--- config.mk ---
export PLATFORM = sky130hd
export DESIGN_NAME = piece_source
export DESIGN_NICKNAME = d
export VERILOG_FILES = /design/src/tetris_pkg.sv /design/src/piece_source.sv
export SDC_FILE = /design/constraint.sdc
export NUM_CORES = 1
export LEC_CHECK = 0
export BUFFER_PORTS_ARGS = -buffer_cell sky130_fd_sc_hd__buf_2
export CELL_PAD_IN_SITES_DETAIL_PLACEMENT = 0
export CELL_PAD_IN_SITES_GLOBAL_PLACEMENT = 2
export CORE_AREA = 4 4 46 48
export CTS_BUF_LIST = sky130_fd_sc_hd__clkbuf_8
export CTS_CLUSTER_DIAMETER = 30
export DETAILED_ROUTE_END_ITERATION = 16
export DIE_AREA = 0 0 50 52
export PLACE_DENSITY = 0.77
export SLEW_MARGIN = 10
export SYNTH_ARGS = -nofsm -noshare
export SYNTH_HDL_FRONTEND = slang
export SYNTH_SLANG_ARGS = --single-unit
--- constraint.sdc ---
create_clock -name clk -period 1.3 [get_ports clk]
set_input_delay 0.065 -clock clk [delete_from_list [all_inputs] [get_ports clk]]
set_output_delay 0.065 -clock clk [all_outputs]
set_load 0.005 [all_outputs]
--- src/tetris_pkg.sv ---
package tetris_pkg;

  ////////////////////////////////////////////////////////////////////////////
  // playfield geometry
  ////////////////////////////////////////////////////////////////////////////

  localparam int ROWS = 22;
  localparam int COLS = 10;

  // reference cell of a freshly spawned piece frame
  localparam logic        [4:0] SPAWN_ROW = 5'd0;
  localparam logic signed [3:0] SPAWN_COL = 4'sd3;

  // cell colours, zero is an empty cell
  typedef enum logic [2:0] {
    CL_NONE,
    CL_CYAN,
    CL_YELLOW,
    CL_PURPLE,
    CL_GREEN,
    CL_RED,
    CL_BLUE,
    CL_ORANGE
  } color_t;

  typedef color_t [COLS-1:0] row_t;
  typedef row_t   [ROWS-1:0] grid_t;

  ////////////////////////////////////////////////////////////////////////////
  // pieces
  ////////////////////////////////////////////////////////////////////////////

  // 4x4 occupancy, [row][col] with row 0 on top and col 0 on the left
  typedef logic [0:3][0:3] shape_t;

  // order I, O, T, S, Z, J, L; shape k is drawn in colour k+1
  localparam shape_t SHAPE_TABLE [0:6] = '{
    16'b1111_0000_0000_0000,
    16'b0110_0110_0000_0000,
    16'b1110_0100_0000_0000,
    16'b0110_1100_0000_0000,
    16'b1100_0110_0000_0000,
    16'b1000_1110_0000_0000,
    16'b0010_1110_0000_0000
  };

  typedef enum logic [1:0] {
    MV_RIGHT,
    MV_LEFT,
    MV_DOWN,
    MV_NONE
  } move_t;

  // pieces only move down from row 0, so row stays unsigned
  typedef struct packed {
    shape_t             shape;
    color_t             color;
    logic        [4:0]  row;
    logic signed [3:0]  col;
  } piece_t;

  typedef enum logic [2:0] {
    IDLE,
    SPAWN,
    PLAY,
    CHECK,
    LOCK,
    CLEAR,
    GAME_OVER
  } game_state_t;

  // collision answer, returned with the candidate it was computed for
  typedef struct packed {
    logic   valid;
    logic   fits;
    piece_t cand;
    move_t  move;
  } fit_t;

endpackage

--- src/piece_source.sv ---
`timescale 1ns/1ps

module piece_source import tetris_pkg::*; #(
  parameter int SEQ_LEN = 7
) (
  input  logic   clk,
  input  logic   rst,
  input  logic   next_i,
  input  logic   restart_i,
  output shape_t shape_o,
  output color_t color_o
);

  // last index before wrapping back to the I piece
  localparam logic [2:0] LAST_IDX = 3'(SEQ_LEN - 1);

  logic [2:0] idx;

  always_ff @(posedge clk or posedge rst) begin
    if (rst) begin
      idx <= 3'd0;
    end else if (restart_i) begin
      idx <= 3'd0;
    end else if (next_i) begin
      if (idx == LAST_IDX) begin
        idx <= 3'd0;
      end else begin
        idx <= idx + 3'd1;
      end
    end
  end

  // shape k is drawn in colour k+1
  assign shape_o = SHAPE_TABLE[idx];
  assign color_o = color_t'(idx + 3'd1);

endmodule

==> reports/metrics.yaml <==
status: "finished, final reports clean"
cts_root_buffer: "clkbuf_8"
yosys.area.top_type: "dfrtp_1"
cellPowerDensity_mw_per_mm2: 939
ant_nets: 0
period_share_pct: 95.9
rsz0062_at_grt: "true"
grt_max_degree: 11
die_area_mm2: 0.00260
synth_top_area_share_pct: 22.1
critical_path_arrival_ns: 1.18
io_buffer_count: 13
drv_slew: 0
htree_levels: 1
core_mm2: 0.00171
row_count: 15
p_leak_nw: 0.270
ys_async_sr_fraction_pct: 100
place.gp.congestion: 0.665
wl_um: 741
top_register: "idx"
end_kind: "output pin"
worst_hold_path_type: "input port to register"
antenna_cells: 0
place_area_um2: 388
insertion_delay_ns: 0.21
drv_cap: 0
final_cells: 84
yosysMostFrequentCell: "buf_4"
ys_seq_area_share_pct: 22.1
cts_buffers: 3
overflow: 0
wl_per_cell_um: 8.82
vias: 289
antenna_found_initial: 0
dp_hpwl_um: 585
hold_violations: 0
crit_required_ns: 1.24
ys_types: 19
yosys_warnings: 0
drc: 0
nets: 68
clk_pin_slew_ns: 0.03
peakVddDrop_v: 0.000543
timing.fmax_ghz: 0.802
synth_edf_count: 0
setup_viol: 0
synthTopCellsByCount: "buf_4, inv_1, ha_1"
path_max_fanout: 3
largest_register_ffs: 3
startpoint_type: "register"
cts_buffer_depth: 2
layout_min_cycle_time_ns: 1.25
dp_cells: 77
finish.instance_area_um2: 515
drtPass1Iterations: 1
grt.total_usage_pct: 6.42
total_power_mw: 0.484
syn_area_per_cell_um2: 8.30
io_pins: 23
grt_pass1_vias: 266
syn2layout_area_growth_pct: 51.5
initial_utilization_pct: 19.9
drive_gt1_share_pct: 52.5
largestRegisters: "idx (3)"
vias_per_cell: 3.44
setup.worst_path.class: "register to output pin"
syn_inst: 41
cts_tree: "built"
grt_first_pass_wirelength_um: 1150
synth_area_leaders: "dfrtp_1, buf_4, ha_1"
fp.dieH_um: 52
drtIter0Drc: 0
fp.dieW_um: 50
skew_ns: 0.000320
synth_ff_type: "dfrtp_1"
syn_area_um2: 340
ys_ff_latch: 3
cts_num_sinks: 3
final_util_pct: 30.2
==> final timing paths <==
path,slack (ns),cells past startpoint,end,from
setup / recovery,0.05,4,shape_o[9],idx[1]
hold / removal,0.05,2,idx[1],restart_i
setup reg to reg,0.09,4,idx[1],idx[1]
hold reg to reg,0.65,2,idx[0],idx[0]
max in group asynchronous,0.91,3,idx[0],rst
min in group asynchronous,0.25,3,idx[2],rst
==> critical path, stage by stage, from the launching register on <==
cell and delay, ns:
dfrtp_1 0.38, inv_2 0.09, ha_4 0.17, or2_4 0.22, buf_6 0.11
==> layout make-up <==
class / instances / area [um2]
Multi-Input combinational cell: 30 / 240
Fill cell: 189 / 1190
Sequential cell: 3 / 77.6
Inverter: 6 / 25.0
Timing Repair Buffer: 16 / 96.3
Clock inverter: 1 / 3.75
Tap cell: 25 / 31.3
Clock buffer: 3 / 41.3
==> layer usage <==
metal | vias up | GRT usage [%] | wire length (um)
met5 | - | 0 | 0
met4 | 0 | 8.29 | 36
met3 | 4 | 2.58 | 78
met2 | 18 | 9.13 | 340
met1 | 122 | 6.36 | 287
li1 | 145 | - | -
==> cells by family after synthesis <==
logic type,Yosys count,share of synthesized area [%]
xor+xnor,1,2.57
fa+ha+maj,4,14.7
compound gates,5,11.0
buf+inv,16,29.8
other cells,1,1.10
flops,3,22.1
simple gates,9,12.9
mux,2,5.88
==> where the power goes <==
part / internal [mW] / total (mW) / switching (mW)
Clock: 0.201 / 0.261 / 0.0605
Combinational: 0.0578 / 0.112 / 0.0544
Sequential: 0.0998 / 0.110 / 0.0103
==> repair_timing <==
item / in CTS / in global routing
cloned: 0 / 0
gates resized for setup: 8 / 8
endpoints found under the setup margin: 3 / 4
setup buffers: 2 / 0
hold endpoints to repair: 3 / 0
hold buffers: 1 / 0
pin swaps: 0 / 1
==> through the flow <==
stage	setup TNS, ns	worst slack [ns]	hold WS [ns]
floorplan	0	0.159	-0.181
global placement	0	0.0996	-0.0685
detailed placement	0	0.0483	-0.0686
CTS	-0.00153	-0.00153	0.0395
global route	-0.00637	-0.00637	0.0607
finish	0	0.0533	0.0477
==> cell usage in the layout, fill, tap and decap left out, drive strengths merged, types with 2 or more instances in the layout <==
master,synthesis,layout
a21oi,2,2
buf,10,15
clkbuf,0,3
conb,1,9
dfrtp,3,3
ha,4,4
inv,6,7
mux2i,2,2
nand2,3,3
nand2b,2,2
Power figures use the tool's default switching activity.
