`src/tetris_pkg.sv`:
```
package tetris_pkg;

  ////////////////////////////////////////////////////////////////////////////
  // playfield geometry
  ////////////////////////////////////////////////////////////////////////////

  localparam int ROWS = 22;
  localparam int COLS = 10;

  // reference cell of a freshly spawned piece frame
  localparam logic        [4:0] SPAWN_ROW = 5'd0;
  localparam logic signed [3:0] SPAWN_COL = 4'sd3;

  // cell colours, zero is an empty cell
  typedef enum logic [2:0] {
    CL_NONE,
    CL_CYAN,
    CL_YELLOW,
    CL_PURPLE,
    CL_GREEN,
    CL_RED,
    CL_BLUE,
    CL_ORANGE
  } color_t;

  typedef color_t [COLS-1:0] row_t;
  typedef row_t   [ROWS-1:0] grid_t;

  ////////////////////////////////////////////////////////////////////////////
  // pieces
  ////////////////////////////////////////////////////////////////////////////

  // 4x4 occupancy, [row][col] with row 0 on top and col 0 on the left
  typedef logic [0:3][0:3] shape_t;

  // order I, O, T, S, Z, J, L; shape k is drawn in colour k+1
  localparam shape_t SHAPE_TABLE [0:6] = '{
    16'b1111_0000_0000_0000,
    16'b0110_0110_0000_0000,
    16'b1110_0100_0000_0000,
    16'b0110_1100_0000_0000,
    16'b1100_0110_0000_0000,
    16'b1000_1110_0000_0000,
    16'b0010_1110_0000_0000
  };

  typedef enum logic [1:0] {
    MV_RIGHT,
    MV_LEFT,
    MV_DOWN,
    MV_NONE
  } move_t;

  // pieces only move down from row 0, so row stays unsigned
  typedef struct packed {
    shape_t             shape;
    color_t             color;
    logic        [4:0]  row;
    logic signed [3:0]  col;
  } piece_t;

  typedef enum logic [2:0] {
    IDLE,
    SPAWN,
    PLAY,
    CHECK,
    LOCK,
    CLEAR,
    GAME_OVER
  } game_state_t;

  // collision answer, returned with the candidate it was computed for
  typedef struct packed {
    logic   valid;
    logic   fits;
    piece_t cand;
    move_t  move;
  } fit_t;

endpackage

```
`src/collision_check.sv`:
```
`timescale 1ns/1ps

module collision_check import tetris_pkg::*; (
  input  logic   clk,
  input  logic   rst,
  input  piece_t cand_i,
  input  move_t  move_i,
  input  logic   cand_valid_i,
  input  grid_t  grid_i,
  output fit_t   fit_o
);

  logic   fits;
  logic   valid_q;
  logic   fits_q;
  piece_t cand_q;
  move_t  move_q;

  ////////////////////////////////////////////////////////////////////////////
  // frame test
  ////////////////////////////////////////////////////////////////////////////

  // every occupied frame cell must land inside the walls and on an empty cell
  always_comb begin
    int gr;
    int gc;
    fits = 1'b1;
    for (int r = 0; r < 4; r++) begin
      for (int c = 0; c < 4; c++) begin
        gr = int'(cand_i.row) + r;
        gc = int'(cand_i.col) + c;
        if (cand_i.shape[r][c]) begin
          if (gr >= ROWS || gc < 0 || gc >= COLS) begin
            fits = 1'b0;
          end else if (grid_i[gr][gc] != CL_NONE) begin
            fits = 1'b0;
          end
        end
      end
    end
  end

  ////////////////////////////////////////////////////////////////////////////
  // registered answer
  ////////////////////////////////////////////////////////////////////////////

  always_ff @(posedge clk or posedge rst) begin
    if (rst) begin
      valid_q <= 1'b0;
    end else begin
      valid_q <= cand_valid_i;
    end
  end

  // candidate travels with its answer
  always_ff @(posedge clk) begin
    if (cand_valid_i) begin
      fits_q <= fits;
      cand_q <= cand_i;
      move_q <= move_i;
    end
  end

  assign fit_o = '{valid: valid_q, fits: fits_q, cand: cand_q, move: move_q};

endmodule

```
`config.mk`:
```
export PLATFORM = sky130hd
export DESIGN_NAME = collision_check
export DESIGN_NICKNAME = d
export VERILOG_FILES = /design/src/tetris_pkg.sv /design/src/collision_check.sv
export SDC_FILE = /design/constraint.sdc
export NUM_CORES = 1
export LEC_CHECK = 0
export BUFFER_PORTS_ARGS = -buffer_cell sky130_fd_sc_hd__buf_2
export CAP_MARGIN = 20
export CORE_AREA = 3 3 282 284
export DETAILED_ROUTE_END_ITERATION = 8
export DIE_AREA = 0 0 285 287
export PLACE_DENSITY = 0.56
export SLEW_MARGIN = 20
export SYNTH_ARGS = -nofsm -noshare
export SYNTH_HDL_FRONTEND = slang
export SYNTH_SLANG_ARGS = --single-unit
```
`constraint.sdc`:
```
create_clock -name clk -period 1.8 [get_ports clk]
set_input_delay 0.54 -clock clk [delete_from_list [all_inputs] [get_ports clk]]
set_output_delay 0.54 -clock clk [all_outputs]
set_load 0.01 [all_outputs]
```
==> impl_metrics.yaml <==
status:
  status: "complete, but fails checks"
  violations: "negative setup slack"
yosys:
  synth_edf_count: 31
  synth-compound-area-share: 0.219
  yosys_warnings: 0
  synth-xor-area-share: 0.0115
  synth_flop_cell: "edfxtp_1"
  ys_seq_elements: 32
  syn_area_sq_mm: 0.0211
  yosys.cell_types.count: 96
  synth-adder-area-share: 0.00829
  yosys.area_share.simple: 0.248
  syn-num-nets: 3213
  async_flop_share: 0.0313
  synth_top_family_by_area: "multiplexers"
  syn_inst: 2506
  syn_area_per_cell_sq_um: 8.43
  synth_mux_area_frac: 0.391
  ys_seq_area_frac: 0.0453
timing:
  holdWs_ns: 0.0857
  tightest_slew_ns: 0.698
  worst_slack_ns: -2.17
  final.min_clock_period_ns: 3.97
  hold_viol: 0
  setup_viol: 1
  drv_slew: 0
  max_slew_margin: 0.530
  max_freq_mhz: 252
  rsz0062_at_grt: "true"
  post-route-period-util: 2.20
  tns_ns: -2.17
power_and_ir_drop:
  p_per_area_mw_per_mm2: 410
  swShare: 0.487
  vdd_ir_drop_max_uv: 403
  p_seq_frac: 0.062
  power_mw: 14.4
  clkPwrFrac: 0.068
  p_sw_mw: 7.00
  power_frac_comb: 0.870
  leakage_nw: 15.3
  p_int_mw: 7.39
job:
  max_cap_viol_count: 0
clock_tree:
  clk_pin_slew_ns: 0.06
  ctsHtreeMaxLevel: 2
  cts_root_buf: "clkbuf_16"
  clk_path_buf_depth: 2
  cts_buffers: 5
  cts.sinks: 32
  cts_tree: "built"
grt:
  grt-ovfl-total: 0
  grt_pass1_vias: 30900
  grt_pass1_wl_microns: 228000
  globalRouteTotalUtil: 0.381
  antenna_found_initial: 39
  grt_max_degree: 54
worst_setup_path:
  cp_max_fo: 11
  crit_path_end_kind: "flip-flop"
  critical_path_class: "primary input to flip-flop"
  arrival_ns: 4.00
  critPathRequiredTime_ns: 1.84
  critPathLaunchType: "primary input"
placed_design:
  dp.cells: 5056
  hpwl_microns: 137000
  port_buffers: 724
  place_area_sq_mm: 0.0332
  gp_congestion: 1.07
  pre_cts_slack_ns: -2.84
routing:
  route.vias.total: 32300
  drtIter0Drc: 4556
  first_pass_iters: 6
  wire_per_inst_microns: 32.3
  drc_errors: 0
  vias_per_cell: 6.30
  ant_nets: 0
  routed_wl_microns: 166000
finish:
  post-route-util: 0.453
  final_cell_area_sq_mm: 0.0351
  nets: 4774
  syn_to_final_growth_pct: 66.1
  fill_cells: 7907
  final_common_cell: "buf_4"
  instances_no_fill: 5134
  multi_input_area_sq_mm: 0.0193
  drive_gt1_frac: 0.549
  final-seq-area_sq_um: 956
  final_cell_mix: "974 x buf_4, 720 x buf_2, 264 x mux4_2"
floorplanning:
  ios: 725
  die-area_sq_mm: 0.0818
  fp.coreArea_sq_mm: 0.0773
  die_h_microns: 287
  rows: 102
  start_util: 0.273
  die_w_microns: 285
worst_hold_path:
  hp-class: "primary input to asynchronous set/reset pin"
-- layer usage --
metal	part of all wire	GRT usage	vias to the layer above
met5	0.00071	0	-
met4	0.056	0.159	18
met3	0.12	0.0916	506
met2	0.44	0.603	2671
met1	0.38	0.498	15700
li1	-	-	13500
-- how the worst max path moves through the flow --
stage | to | cells after the start | startpoint
floorplan | fits_q$_DFFE_PP_ | 22 | cand_i[4]
global placement | fits_q$_DFFE_PP_ | 15 | cand_i[4]
detailed placement | fits_q$_DFFE_PP_ | 16 | cand_i[4]
CTS | fits_q$_DFFE_PP_ | 18 | cand_i[4]
global route | fits_q$_DFFE_PP_ | 16 | cand_i[4]
finish | fits_q$_DFFE_PP_ | 15 | cand_i[7]
-- worst max-delay path, stage by stage --
cell	delay, ns
buf_4	0.28
buf_4	0.30
buf_4	0.26
o211ai_1	0.24
and2_2	0.34
nor3_1	0.51
buf_4	0.23
o32a_1	0.24
buf_4	0.16
o22ai_1	0.06
nor4_1	0.33
nor4_2	0.09
nand4_1	0.14
a2111oi_2	0.05
and4_1	0.19
-- flip-flops by register name (all words and copies together) (netlist names) --
register / count
fit_o: 28
valid_q: 1
fits_q: 1
move_q: 2
-- logic make-up after synthesis --
| logic type | Yosys count |
|---|---|
| AO/OA/AOI/OAI | 649 |
| XOR/XNOR | 23 |
| adder cells (fa/ha/maj) | 14 |
| buffers and inverters | 274 |
| flip-flops | 32 |
| multiplexers | 450 |
| AND/OR/NAND/NOR | 1064 |
-- power by group through the flow --
stage	registers (mW)	clock network, mW	logic [mW]
6_report	0.896	0.978	12.5
5_1_grt	0.902	1.03	12.9
4_1_cts	0.897	1.02	11.7
3_5_place_dp	0.913	0	11.3
3_3_place_gp	0.912	0	11.3
2_1_floorplan	0.942	0	5.05
-- synth_stat cells, drive strengths merged (20+ instances only) --
master | number | area, sq um
edfxtp | 31 | 931
a21oi | 114 | 571
nand4 | 39 | 244
o21ai | 94 | 470
nor3 | 205 | 1030
nand3 | 89 | 450
a31oi | 35 | 219
mux4 | 289 | 6600
buf | 191 | 1300
mux2 | 29 | 327
a211oi | 61 | 458
nand2 | 231 | 867
a22oi | 46 | 345
a2111oi | 33 | 297
mux2i | 132 | 1320
nor2 | 265 | 995
a211o | 20 | 175
o211ai | 23 | 173
a221oi | 21 | 184
nor3b | 29 | 218
nor2b | 20 | 125
clkbuf | 63 | 260
nor4 | 58 | 363
o22ai | 21 | 131
-- repair_timing --
| action | CTS | global route |
|---|---|---|
| pin swaps | 28 | 44 |
| hold buffers | 0 | 0 |
| hold endpoints to repair | 0 | 0 |
| endpoints found under the setup margin | 1 | 1 |
| cloned | 9 | 7 |
| buffers inserted | 19 | 13 |
| gates resized for setup | 72 | 108 |
-- area by class of cell --
| type | instances | area share |
|---|---|---|
| multi-input combinational | 2200 | 0.549 |
| timing repair buffer | 1808 | 0.377 |
| tap | 1040 | 0.0371 |
| sequential | 32 | 0.0273 |
| clock buffer | 6 | 0.00367 |
| inverter | 20 | 0.00250 |
| antenna | 26 | 0.00186 |
| clock inverter | 2 | 0.000999 |
No activity file was read; power rests on OpenSTA's default activity.
