<file path="src/tetris_pkg.sv">
package tetris_pkg;

  ////////////////////////////////////////////////////////////////////////////
  // playfield geometry
  ////////////////////////////////////////////////////////////////////////////

  localparam int ROWS = 22;
  localparam int COLS = 10;

  // reference cell of a freshly spawned piece frame
  localparam logic        [4:0] SPAWN_ROW = 5'd0;
  localparam logic signed [3:0] SPAWN_COL = 4'sd3;

  // cell colours, zero is an empty cell
  typedef enum logic [2:0] {
    CL_NONE,
    CL_CYAN,
    CL_YELLOW,
    CL_PURPLE,
    CL_GREEN,
    CL_RED,
    CL_BLUE,
    CL_ORANGE
  } color_t;

  typedef color_t [COLS-1:0] row_t;
  typedef row_t   [ROWS-1:0] grid_t;

  ////////////////////////////////////////////////////////////////////////////
  // pieces
  ////////////////////////////////////////////////////////////////////////////

  // 4x4 occupancy, [row][col] with row 0 on top and col 0 on the left
  typedef logic [0:3][0:3] shape_t;

  // order I, O, T, S, Z, J, L; shape k is drawn in colour k+1
  localparam shape_t SHAPE_TABLE [0:6] = '{
    16'b1111_0000_0000_0000,
    16'b0110_0110_0000_0000,
    16'b1110_0100_0000_0000,
    16'b0110_1100_0000_0000,
    16'b1100_0110_0000_0000,
    16'b1000_1110_0000_0000,
    16'b0010_1110_0000_0000
  };

  typedef enum logic [1:0] {
    MV_RIGHT,
    MV_LEFT,
    MV_DOWN,
    MV_NONE
  } move_t;

  // pieces only move down from row 0, so row stays unsigned
  typedef struct packed {
    shape_t             shape;
    color_t             color;
    logic        [4:0]  row;
    logic signed [3:0]  col;
  } piece_t;

  typedef enum logic [2:0] {
    IDLE,
    SPAWN,
    PLAY,
    CHECK,
    LOCK,
    CLEAR,
    GAME_OVER
  } game_state_t;

  // collision answer, returned with the candidate it was computed for
  typedef struct packed {
    logic   valid;
    logic   fits;
    piece_t cand;
    move_t  move;
  } fit_t;

endpackage

</file>
<file path="src/game_control.sv">
`timescale 1ns/1ps

module game_control import tetris_pkg::*; (
  input  logic        clk,
  input  logic        rst,
  input  logic        en_i,
  input  move_t       move_i,
  input  logic        move_valid_i,
  input  fit_t        fit_i,
  input  logic        busy_i,
  input  shape_t      shape_i,
  input  color_t      color_i,
  output piece_t      cand_o,
  output move_t       cand_move_o,
  output logic        cand_valid_o,
  output piece_t      active_o,
  output logic        lock_o,
  output logic        next_o,
  output logic        ready_o,
  output logic        clear_grid_o,
  output game_state_t state_o
);

  game_state_t state;
  piece_t      move_cand;
  piece_t      spawn_piece;

  // candidate for the requested move
  // col 7 + 1 wraps to -8, which sits off the left wall and never fits
  always_comb begin
    move_cand = active_o;
    case (move_i)
      MV_RIGHT: move_cand.col = active_o.col + 4'sd1;
      MV_LEFT:  move_cand.col = active_o.col - 4'sd1;
      MV_DOWN:  move_cand.row = active_o.row + 5'd1;
      default:  move_cand = active_o;
    endcase
  end

  assign spawn_piece = '{shape: shape_i, color: color_i, row: SPAWN_ROW, col: SPAWN_COL};

  ////////////////////////////////////////////////////////////////////////////
  // state machine
  ////////////////////////////////////////////////////////////////////////////

  always_ff @(posedge clk or posedge rst) begin
    if (rst) begin
      state        <= IDLE;
      cand_valid_o <= 1'b0;
      lock_o       <= 1'b0;
      next_o       <= 1'b0;
    end else begin
      cand_valid_o <= 1'b0;
      lock_o       <= 1'b0;
      next_o       <= 1'b0;
      case (state)
        IDLE: begin
          if (en_i) begin
            state <= SPAWN;
          end
        end
        SPAWN: begin
          cand_valid_o <= 1'b1;
          next_o       <= 1'b1;
          state        <= CHECK;
        end
        PLAY: begin
          if (move_valid_i) begin
            cand_valid_o <= 1'b1;
            state        <= CHECK;
          end
        end
        CHECK: begin
          if (fit_i.valid) begin
            if (fit_i.fits) begin
              state <= PLAY;
            end else if (fit_i.move == MV_NONE) begin
              // spawn blocked by the stack
              state <= GAME_OVER;
            end else if (fit_i.move == MV_DOWN) begin
              lock_o <= 1'b1;
              state  <= LOCK;
            end else begin
              state <= PLAY;
            end
          end
        end
        // busy rises on the lock edge, so give it a cycle
        LOCK: state <= CLEAR;
        CLEAR: begin
          if (!busy_i) begin
            state <= SPAWN;
          end
        end
        GAME_OVER: begin
          if (en_i) begin
            state <= IDLE;
          end
        end
        default: state <= IDLE;
      endcase
    end
  end

  always_ff @(posedge clk) begin
    if (state == SPAWN) begin
      cand_o      <= spawn_piece;
      cand_move_o <= MV_NONE;
    end else if (state == PLAY && move_valid_i) begin
      cand_o      <= move_cand;
      cand_move_o <= move_i;
    end
    if (state == CHECK && fit_i.valid && fit_i.fits) begin
      active_o <= fit_i.cand;
    end
  end

  // one move in flight at a time
  assign ready_o      = (state == PLAY) && !move_valid_i;
  assign clear_grid_o = (state == GAME_OVER) && en_i;
  assign state_o      = state;

endmodule

</file>
<file path="config.mk">
export PLATFORM = sky130hd
export DESIGN_NAME = game_control
export DESIGN_NICKNAME = d
export VERILOG_FILES = /design/src/tetris_pkg.sv /design/src/game_control.sv
export SDC_FILE = /design/constraint.sdc
export NUM_CORES = 1
export LEC_CHECK = 0
export BUFFER_PORTS_ARGS = -buffer_cell sky130_fd_sc_hd__buf_2
export CORE_MARGIN = 3
export CORE_UTILIZATION = 46
export DETAILED_ROUTE_END_ITERATION = 6
export PLACE_DENSITY = 0.77
export SYNTH_ARGS = -nofsm -noshare
export SYNTH_HDL_FRONTEND = slang
export SYNTH_SLANG_ARGS = --single-unit
export TNS_END_PERCENT = 1
</file>
<file path="constraint.sdc">
create_clock -name clk -period 2.27 [get_ports clk]
set_input_delay 0.227 -clock clk [delete_from_list [all_inputs] [get_ports clk]]
set_output_delay 0.227 -clock clk [all_outputs]
set_load 0.03 [all_outputs]
</file>
==> impl_results.md <==
- TritonCTS clock tree: built
- Slew HR: 68.1%
- Commonest non-fill, non-tap cells in the layout: buf_2, edfxtp_1, a22o_1
- Input/output buffers: 123
- Vias in the first global route: 1820
- Endpoints failing hold: 0
- Critical path type: register to output port
- CP Launch Type: register
- CTS clk-pin slew, worst paths: 0.06 ns
- Initial antenna violation count: 0
- Post-synth EDFFs: 47
- CTS Sinks: 64
- Grt total ovfl: 0
- Commonest non-fill, non-tap cell in the layout: buf_2
- Syn. warnings: 0
- Avg Synthesized Cell Area: 14.1 um^2
- Final Cycle Share: 84.0%
- Post-synth ARST share: 9.38%
- Post-Route Utilization: 63.5%
- Full die area: 6680 um^2
- Fin Hold WS: 0.0670 ns
- Pint: 2.69 mW
- Syn_nets: 247
- Switching share of power: 39.7%
- Seq/Total Area, Yosys: 67.6%
- Synth Register Bits: 64
- Critical Path End Type: output port
- Status: finished clean
- Unrepaired setup endpoints after global routing: false
- Routed Antenna Nets: 0
- CTS Buf Count: 9
- CP Max Fanout: 13
- Die Span X: 81.7 um
- Largest net degree at the start of global routing: 26
- Bufs on Longest Clock Path: 2
- Drt wl/cell: 14.8 um
- # fillers: 439
- Post-route design area: 3390 um^2
- Post-Synthesis Cells: 187
- Num rows: 26
- Layout cells sized above 1: 48.7%
- DR pass1 iterations: 4
- Clock Latency Late Sink: 0.33 ns
- Total Neg Setup Slack: 0 ns
- Core ar.: 5340 um^2
- Critical path's slowest cell: dfrtp_1
- Fin crit period: 1.91 ns
- Sw Pwr: 1.77 mW
- CTS root buf: clkbuf_8
- Placer Congestion: 0.795
- Final WS setup: 0.363 ns
- Routed WL: 5.50 mm
- Hold Path Class: primary input to register
- DP Worst Slack: 0.477 ns
- GRT Overall Usage: 17.4%
- Sequential power share: 42.2%
- Clock share of power: 19.9%
- Clock skew: 0.00529 ns
- Cell Area, Placed: 3200 um^2
- H-tree levels: 3
- Leakage: 1.49 nW
- Initial Util: 49.4%
- Fmax: 0.524 GHz
- Nets: 357
- Synth-to-layout area growth: 28.5%
- Detailed placement HPWL: 4.09 mm
- Diodes inserted: 0
- Slew Limit Fails: 0
- Critical Path RT: 2.04 ns
- Via count: 1865
- Top FF cell, synth: edfxtp_1
- IO Count: 124
- Critical Path AT: 1.68 ns
- Maximum vdd ir drop: 0.000626 V
- Combinational share of power: 37.9%
- Worst path max stage delay: 0.54 ns
- Setup bufs post-CTS: 0
- Setup violators final: 0
- Post-route DRC: 0
- Via density: 5.01
- Worst-Margin Slew: 0.472 ns
- Pwr dens: 1320 nW/um^2
- Mapped Area: 2640 um^2
- CTS Hold Bufs: 1
- Max Cap Viol: 0
- Die H: 81.7 um
- Post_cts resized: 0
- Global-route wire length before repair: 8.40 mm
- Synth cell types: 38
- Iter 0 DRT Violations: 111
- Sequence of cells on the critical path: nor4b_1, buf_2
==> registers in the layout, summed over array words and instances (netlist names) <==
register,flops
cand_valid_o,1
next_o,1
lock_o,1
cand_o,28
active_o,28
state_o,3
cand_move_o,2
==> worst max-delay path, delay by kind of cell, from the launching register on <==
family / cells / cell delay [ns]
flip-flops: 1 / 0.54
buffers and inverters: 1 / 0.29
AND/OR/NAND/NOR: 1 / 0.52
==> Yosys cell counts, types with 3 or more instances <==
library cell	count	area [um^2]
xor2_1	5	43.8
buf_4	19	143
a21oi_1	8	40.0
xnor2_1	3	26.3
dfrtp_1	6	150
nand2_1	9	33.8
buf_2	9	45.0
inv_1	4	15.0
nor3_1	3	15.0
o21ai_0	5	25.0
a22o_1	19	166
dfxtp_1	11	220
edfxtp_1	47	1410
nor2_1	7	26.3
==> per-layer routing <==
| layer | vias to the layer above | share of wire, % | global-route usage [%] |
|---|---|---|---|
| li1 | 903 | - | - |
| met1 | 876 | 42 | 20.4 |
| met2 | 77 | 49 | 29.3 |
| met3 | 9 | 7.6 | 4.50 |
| met4 | 0 | 1.5 | 8.97 |
| met5 | - | 0 | 0 |
==> power groups by stage <==
stage,clock (mW),combinational [mW],sequential [mW]
after global placement,0,1.68,1.90
after CTS,0.910,1.72,1.89
final,0.887,1.69,1.88
after floorplan,0,0.685,2.44
after global routing,0.978,1.82,1.92
after detailed placement,0,1.71,1.91
==> final timing paths <==
| path | start | to | slack (ns) | cells after the start |
|---|---|---|---|---|
| setup / recovery | state_o[2] | ready_o | 0.36 | 2 |
| hold / removal | fit_i[0] | lock_o | 0.07 | 2 |
| setup reg to reg | state_o[1] | active_o[20] | 0.48 | 4 |
| hold reg to reg | cand_o[3] | cand_o[3] | 0.46 | 2 |
| max in group asynchronous | rst | state_o[0] | 1.71 | 3 |
| min in group asynchronous | rst | next_o | 0.36 | 3 |
==> metrics by stage <==
stage / instances / power (mW)
6_report: 372 / 4.46
5_1_grt: 372 / 4.72
3_5_place_dp: 355 / 3.62
2_1_floorplan: 187 / 3.13
4_1_cts: 372 / 4.52
3_3_place_gp: 355 / 3.58
==> cell type report <==
class / count / area [um^2] / area share [%]
inverter: 5 / 18.8 / 0.554
timing repair buffer: 128 / 656 / 19.4
clock inverter: 5 / 47.5 / 1.40
multi-input combinational: 89 / 666 / 19.6
clock buffer: 11 / 131 / 3.88
sequential: 64 / 1780 / 52.6
tap: 70 / 87.6 / 2.58
==> cell families (layout without fill, tap and decap cells) <==
| kind of cell | count (synthesis) | after routing | share of synthesized area (%) |
|---|---|---|---|
| DFF | 64 | 64 | 67.6 |
| buffers and inverters | 34 | 149 | 7.97 |
| xor gates and xnor gates | 8 | 8 | 2.66 |
| and+or+nand+nor | 36 | 36 | 8.45 |
| adders and majority gates | 2 | 2 | 0.949 |
| muxes | 2 | 2 | 0.759 |
| AOI/OAI and AO/OA | 41 | 41 | 11.6 |
No activity file was read; power rests on OpenSTA's default activity.
